--- src/hw/dht22_defs.svh ---
`ifndef DHT22_DEFS_SVH
`define DHT22_DEFS_SVH

// system clock of 50 MHz
`define DHT22_CLK_PER_US 50

// host wake-up pulse, kept above 1 ms
`define DHT22_START_US 1100

// longer high phases decode as a one
`define DHT22_BIT_ONE_US 48

// longest single level before the frame is dropped
`define DHT22_TIMEOUT_US 200

// 16 humidity bits, 16 temperature bits, 8 checksum bits
`define DHT22_FRAME_BITS 40

// register byte addresses
`define DHT22_ADDR_CTRL 4'h0
`define DHT22_ADDR_STATUS 4'h4
`define DHT22_ADDR_DATA 4'h8
`define DHT22_ADDR_SUM 4'hC

`endif

--- src/hw/dht22_pkg.sv ---
`include "dht22_defs.svh"

package dht22_pkg;

    // single-wire line controller states
    typedef enum logic [2:0] {
        st_idle,
        st_start_low,
        st_release,
        st_ack_low,
        st_ack_high,
        st_bit_low,
        st_bit_high,
        st_finish
    } dht22_line_state_t;

    // word index taken from byte address bits [3:2]
    typedef enum logic [1:0] {
        reg_ctrl   = 2'(`DHT22_ADDR_CTRL >> 2),
        reg_status = 2'(`DHT22_ADDR_STATUS >> 2),
        reg_data   = 2'(`DHT22_ADDR_DATA >> 2),
        reg_sum    = 2'(`DHT22_ADDR_SUM >> 2)
    } dht22_reg_t;

    // sensor frame in wire order, first bit received is the MSB
    typedef struct packed {
        logic [15:0] humidity;
        logic [15:0] temperature;
        logic [7:0]  checksum;
    } dht22_frame_t;

endpackage

--- src/hw/dht22_frame_if.sv ---
`timescale 1ns/1ps

interface dht22_frame_if;
    import dht22_pkg::*;

    // one-cycle request, only while busy is low
    logic start;
    // high from the cycle after start until done
    logic busy;
    // one-cycle end of frame
    logic done;
    // qualifies done
    logic timeout;
    // valid in the done cycle only
    dht22_frame_t frame;

    modport regs (
        output start,
        input  busy,
        input  done,
        input  timeout,
        input  frame
    );

    modport line (
        input  start,
        output busy,
        output done,
        output timeout,
        output frame
    );

endinterface

--- src/hw/dht22_wb_regs.sv ---
`timescale 1ns/1ps

module dht22_wb_regs (
    input  logic        dht22_vif,
    input  logic        reset,
    input  logic        wb_cyc,
    input  logic        wb_stb,
    input  logic        wb_we,
    input  logic [3:0]  wb_adr,
    input  logic [31:0] wb_wdata,
    output logic [31:0] wb_rdata,
    output logic        wb_ack,
    dht22_frame_if.regs frame_bus
);
    import dht22_pkg::*;

    dht22_reg_t reg_sel;
    logic access;
    logic word_hit;
    logic ctrl_go;
    logic conv_busy;
    logic valid;
    logic cks_err;
    logic tmo_err;
    logic [31:0] data_q;
    logic [7:0] sum_q;
    logic [7:0] byte_sum;
    logic sum_ok;

    // first cycle of a strobe, the ack cycle after it is dead
    assign access   = wb_cyc && wb_stb && !wb_ack;
    assign reg_sel  = dht22_reg_t'(wb_adr[3:2]);
    assign word_hit = (wb_adr[1:0] == 2'b00);

    // done still counts as busy until status has caught up
    assign conv_busy = frame_bus.busy || frame_bus.done;

    assign ctrl_go = access && wb_we && word_hit && (reg_sel == reg_ctrl) &&
                     wb_wdata[0] && !conv_busy;

    // byte sum of humidity and temperature, low 8 bits only
    assign byte_sum = frame_bus.frame.humidity[15:8] + frame_bus.frame.humidity[7:0] +
                      frame_bus.frame.temperature[15:8] + frame_bus.frame.temperature[7:0];
    assign sum_ok   = (byte_sum == frame_bus.frame.checksum);

    always_ff @(posedge dht22_vif) begin
        if (reset) begin
            wb_ack          <= 1'b0;
            frame_bus.start <= 1'b0;
            valid           <= 1'b0;
            cks_err         <= 1'b0;
            tmo_err         <= 1'b0;
        end else begin
            wb_ack          <= access;
            frame_bus.start <= ctrl_go;
            if (ctrl_go) begin
                valid   <= 1'b0;
                cks_err <= 1'b0;
                tmo_err <= 1'b0;
            end else if (frame_bus.done) begin
                // a cut frame only reports the timeout
                valid   <= !frame_bus.timeout && sum_ok;
                cks_err <= !frame_bus.timeout && !sum_ok;
                tmo_err <= frame_bus.timeout;
            end
        end
    end

    always_ff @(posedge dht22_vif) begin
        if (frame_bus.done) begin
            data_q <= {frame_bus.frame.humidity, frame_bus.frame.temperature};
            sum_q  <= frame_bus.frame.checksum;
        end
    end

    // read data lands in the ack cycle
    always_ff @(posedge dht22_vif) begin
        if (access && !wb_we) begin
            if (!word_hit) begin
                wb_rdata <= '0;
            end else begin
                case (reg_sel)
                    reg_status: wb_rdata <= {28'b0, tmo_err, cks_err, valid, conv_busy};
                    reg_data:   wb_rdata <= data_q;
                    reg_sum:    wb_rdata <= {24'b0, sum_q};
                    default:    wb_rdata <= '0;
                endcase
            end
        end
    end

endmodule

--- src/flat_wrapper.sv ---
// flat-port wrapper written by rule: the top's interface ports become plain ports
module dht22_wb_regs_flat import dht22_pkg::*;
  (dht22_vif, reset, wb_cyc, wb_stb, wb_we, wb_adr, wb_wdata, wb_rdata, wb_ack, frame_bus_start, frame_bus_busy, frame_bus_done, frame_bus_timeout, frame_bus_frame);
  dht22_frame_if frame_bus_i ();
  input  logic dht22_vif;
  input  logic reset;
  input  logic wb_cyc;
  input  logic wb_stb;
  input  logic wb_we;
  input  logic [3:0] wb_adr;
  input  logic [31:0] wb_wdata;
  output logic [31:0] wb_rdata;
  output logic wb_ack;
  output wire logic [$bits(frame_bus_i.start)-1:0] frame_bus_start;
  input wire logic [$bits(frame_bus_i.busy)-1:0] frame_bus_busy;
  input wire logic [$bits(frame_bus_i.done)-1:0] frame_bus_done;
  input wire logic [$bits(frame_bus_i.timeout)-1:0] frame_bus_timeout;
  input wire logic [$bits(frame_bus_i.frame)-1:0] frame_bus_frame;
  assign frame_bus_start = frame_bus_i.start;
  assign frame_bus_i.busy = frame_bus_busy;
  assign frame_bus_i.done = frame_bus_done;
  assign frame_bus_i.timeout = frame_bus_timeout;
  assign frame_bus_i.frame = frame_bus_frame;
  dht22_wb_regs u_core (.dht22_vif(dht22_vif), .reset(reset), .wb_cyc(wb_cyc), .wb_stb(wb_stb), .wb_we(wb_we), .wb_adr(wb_adr), .wb_wdata(wb_wdata), .wb_rdata(wb_rdata), .wb_ack(wb_ack), .frame_bus(frame_bus_i));
endmodule
--- config.mk ---
export PLATFORM = sky130hd
export DESIGN_NAME = dht22_wb_regs_flat
export DESIGN_NICKNAME = d
export VERILOG_FILES = /design/src/hw/dht22_pkg.sv /design/src/hw/dht22_frame_if.sv /design/src/hw/dht22_wb_regs.sv /design/src/flat_wrapper.sv
export VERILOG_INCLUDE_DIRS = /design/src /design/src/hw
export SDC_FILE = /design/constraint.sdc
export NUM_CORES = 1
export LEC_CHECK = 0
export BUFFER_PORTS_ARGS = -buffer_cell sky130_fd_sc_hd__buf_2
export CORE_UTILIZATION = 51
export DETAILED_ROUTE_END_ITERATION = 10
export HOLD_SLACK_MARGIN = 0.08
export PLACE_DENSITY = 0.83
export SYNTH_ARGS = -nofsm -noshare
export SYNTH_HDL_FRONTEND = slang
export SYNTH_SLANG_ARGS = --single-unit
--- constraint.sdc ---
create_clock -name dht22_vif -period 7.1 [get_ports dht22_vif]
set_input_delay 0.355 -clock dht22_vif [delete_from_list [all_inputs] [get_ports dht22_vif]]
set_output_delay 0.355 -clock dht22_vif [all_outputs]
set_load 0.01 [all_outputs]
==> results.tsv <==
stage	metric	value	unit
outcome	status	complete, no violations	
yosys	synth warn	0	
floorplanning	die area	0.00690	mm2
final_layout	layout cell share with drive strength beyond 1	35.8	%
routing	Via-to-Cell Ratio	5.11	
floorplanning	Die W	83.1	um
timing	Final Hold Violating Endpoints	0	
timing	RSZ-0062 raised after global routing	false	
global_route	grt ovf	0	
pwr	sequential share of power	51.9	%
final_layout	Finished Layout Cells	387	
pwr	VDD IR max	0.000159	V
clocking	hold_buf cts	0	
timing	fin crit share	46.3	%
global_route	largest net degree at the start of global routing	48	
timing	fin. max-slew vios	0	
floorplanning	IO Pins	118	
final_layout	Filler cells	457	
global_route	initial antenna violation count	0	
yosys	mapped cell area	0.00335	mm2
routing	drt pass-1 iters	4	
pwr	Comb power frac	18.0	%
pwr	Internal Power	767	uW
pwr	Overall Power	1.02	mW
yosys	Yosys top cell by area	edfxtp_1	
pwr	P_sw	253	uW
final_layout	Register Area	0.00226	mm2
clocking	Worst-Skew Late Latency	340	ps
setup_path	Buf+Inv Stages, Crit Path	3	
global_route	vias in the first global route	1995	
floorplanning	die height	83.1	um
min_path	HP Class	in -> reg	
timing	Total Neg Setup Slack	0	ps
final_layout	# nets final	411	
clocking	Clock Pin Slew Worst Setup and Hold Paths	80	ps
pwr	Clk pwr share	30.1	%
timing	Rel. slew slack	62.9	%
clocking	CTS buffer count	9	
placed_design	Port Buffers	86	
clocking	depth of the CTS H-tree	3	
final_layout	Area Overhead vs Synth	21.3	%
yosys	Syn Area/Cell	15.8	um2
clocking	post-CTS sizing	0	
floorplanning	initial core utilization	52.8	%
timing	FMAX	304	MHz
clocking	CTS tree	built	
global_route	GRT Util Overall	19.0	%
final_layout	utilization after layout	64.0	%
setup_path	Crit. End Element	flop	
yosys	ys flop type	edfxtp_1	
placed_design	HPWL Detailed	4.39	mm
setup_path	Arr. time, crit path	3570	ps
timing	Tightest Pin Transition	557	ps
yosys	Synth Register Bits	77	
final_layout	number of diodes	0	
clocking	Setup Fix Bufs, Post-CTS	0	
yosys	EDFF count, synth	72	
final_layout	commonest non-fill, non-tap cell in the layout	buf_2	
routing	initial DRC count	151	
timing	Setup-failing EPs final	0	
timing	minimum clock period after layout	3290	ps
setup_path	worst-path maximum fanout	2	
yosys	Mapped Nets	317	
setup_path	WP data required	7380	ps
clocking	Sink Count	77	
final_layout	multi-input logic area	0.00102	mm2
setup_path	CP max stage cell	fa_1	
yosys	Yosys top cell area share	64.5	%
yosys	main area contributors after synthesis	edfxtp_1, fa_1, and3_1	
setup_path	Crit Path Class	in -> reg	
pwr	Pleak	1.65	nW
setup_path	crit-path max cell delay	540	ps
floorplanning	Core ar.	0.00635	mm2
job	max-cap viol count	0	
setup_path	CP Cell Sequence	buf_2 > fa_1 > inv_1 > fa_1 > inv_1 > ha_1 > fa_1 > a21o_1 > a21oi_1 > o21ai_1 > xnor2_1 > or4_1 > a21oi_1	
final_layout	most frequent cells in the layout	buf_2, edfxtp_1, and3_1, fa_1, inv_1	
routing	DRT antenna net count	0	
placed_design	Final GP Congestion	0.872	
routing	Residual DRC	0	
global_route	first-pass GRT wire length	9.75	mm
yosys	post-synthesis sequential area ratio	67.5	%
yosys	post-synth cell types	31	
floorplanning	row count	29	
pwr	sw frac	24.8	%
setup_path	delay-heaviest family, CP	adder cells	
routing	drt total wl	5.82	mm
routing	routed vias	1978	
placed_design	number of instances in the placed design	372	
clocking	Bufs on Longest Clock Path	2	
pwr	PD cells	251	mW/mm2
yosys	Async SR Flop Fraction	0	%
yosys	cell count after synthesis	212	
clocking	clock root buffer master	clkbuf_8	
setup_path	crit-path most repeated cell	fa_1	
setup_path	startpoint types	input port	
timing	Worst Skew	10.0	ps
routing	Wirelength per Cell	15.0	um
[worst register-to-register path, cell delays in order (launching register included)]
cell	delay, ps
dfxtp_1	310
nand3b_1	230
nor2_2	120
buf_4	370
[cells in the mapped netlist (3+ instances only)]
library cell  number
edfxtp_1          72
and3_1            24
fa_1              14
inv_1             12
nor2_1            12
xnor2_1           10
clkbuf_1           7
ha_1               7
xor2_1             7
a21oi_1            6
dfxtp_1            5
mux2i_1            4
nand2_1            4
a22oi_1            3
mux2_2             3
nand2b_1           3
o21bai_1           3
[registers in the layout, indices dropped and copies added (netlist names)]
| signal | flops |
|---|---|
| u_core.cks_err | 1 |
| u_core.data_q | 32 |
| u_core.frame_bus.start | 1 |
| u_core.sum_q | 8 |
| u_core.tmo_err | 1 |
| u_core.valid | 1 |
| u_core.wb_ack | 1 |
| u_core.wb_rdata | 32 |
[layer usage]
layer | part of all wire, % | track usage, % | vias to the layer above | wire length (um)
li1 | - | - | 972 | -
met1 | 41 | 22.9 | 941 | 2370
met2 | 52 | 31.7 | 56 | 3030
met3 | 5.4 | 6.16 | 9 | 314
met4 | 1.8 | 7.52 | 0 | 104
met5 | 0 | 0 | - | 0
[cell families (layout without fill, tap and decap cells)]
logic type	Yosys count	count (layout)	synth area share (%)
flops	77	77	67.5
simple gates	50	50	8.25
fa+ha+maj	21	21	11.0
compound gates	21	21	4.52
buf+inv	19	117	2.13
xor+xnor	17	17	4.44
mux	7	7	2.20
[path summary, 6_finish.rpt]
kind                             startpoint                                to  slack, ps  depth (start not counted)
setup / recovery         frame_bus_frame[9]         u_core.valid$_SDFFE_PP0P_       3810                         13
hold / removal                        reset          u_core.wb_ack$_SDFF_PP0_        180                          2
setup reg to reg   u_core.wb_ack$_SDFF_PP0_  u_core.wb_rdata[4]$_SDFFCE_PP0P_       5700                          3
hold reg to reg   u_core.valid$_SDFFE_PP0P_         u_core.valid$_SDFFE_PP0P_        480                          2
[layout make-up]
class / instances / share of cell area, %
clock buffers: 10 / 3.14
clock inverters: 5 / 1.29
inverters: 12 / 1.11
multi-input cells: 116 / 25.1
flip-flops and latches: 77 / 55.6
well taps: 77 / 2.37
repair buffers: 90 / 11.3
[power by group through the flow]
| stage | Combinational [mW] | Clock (mW) | Sequential [mW] |
|---|---|---|---|
| 3_5_place_dp | 0.185 | 0 | 0.540 |
| 3_3_place_gp | 0.179 | 0 | 0.538 |
| 2_1_floorplan | 0.121 | 0 | 0.543 |
| 4_1_cts | 0.186 | 0.313 | 0.530 |
| 5_1_grt | 0.207 | 0.334 | 0.532 |
| 6_report | 0.183 | 0.307 | 0.529 |
[metrics by stage]
stage	setup WS (ps)	hold slack [ps]	area, um2
final	3810	182	4070
after global routing	3640	169	4070
after CTS	3820	170	4070
after detailed placement	3440	468	3880
after global placement	3490	455	3880
after floorplan	3780	427	3350
Note: power is estimated with default switching activity, not from simulation.
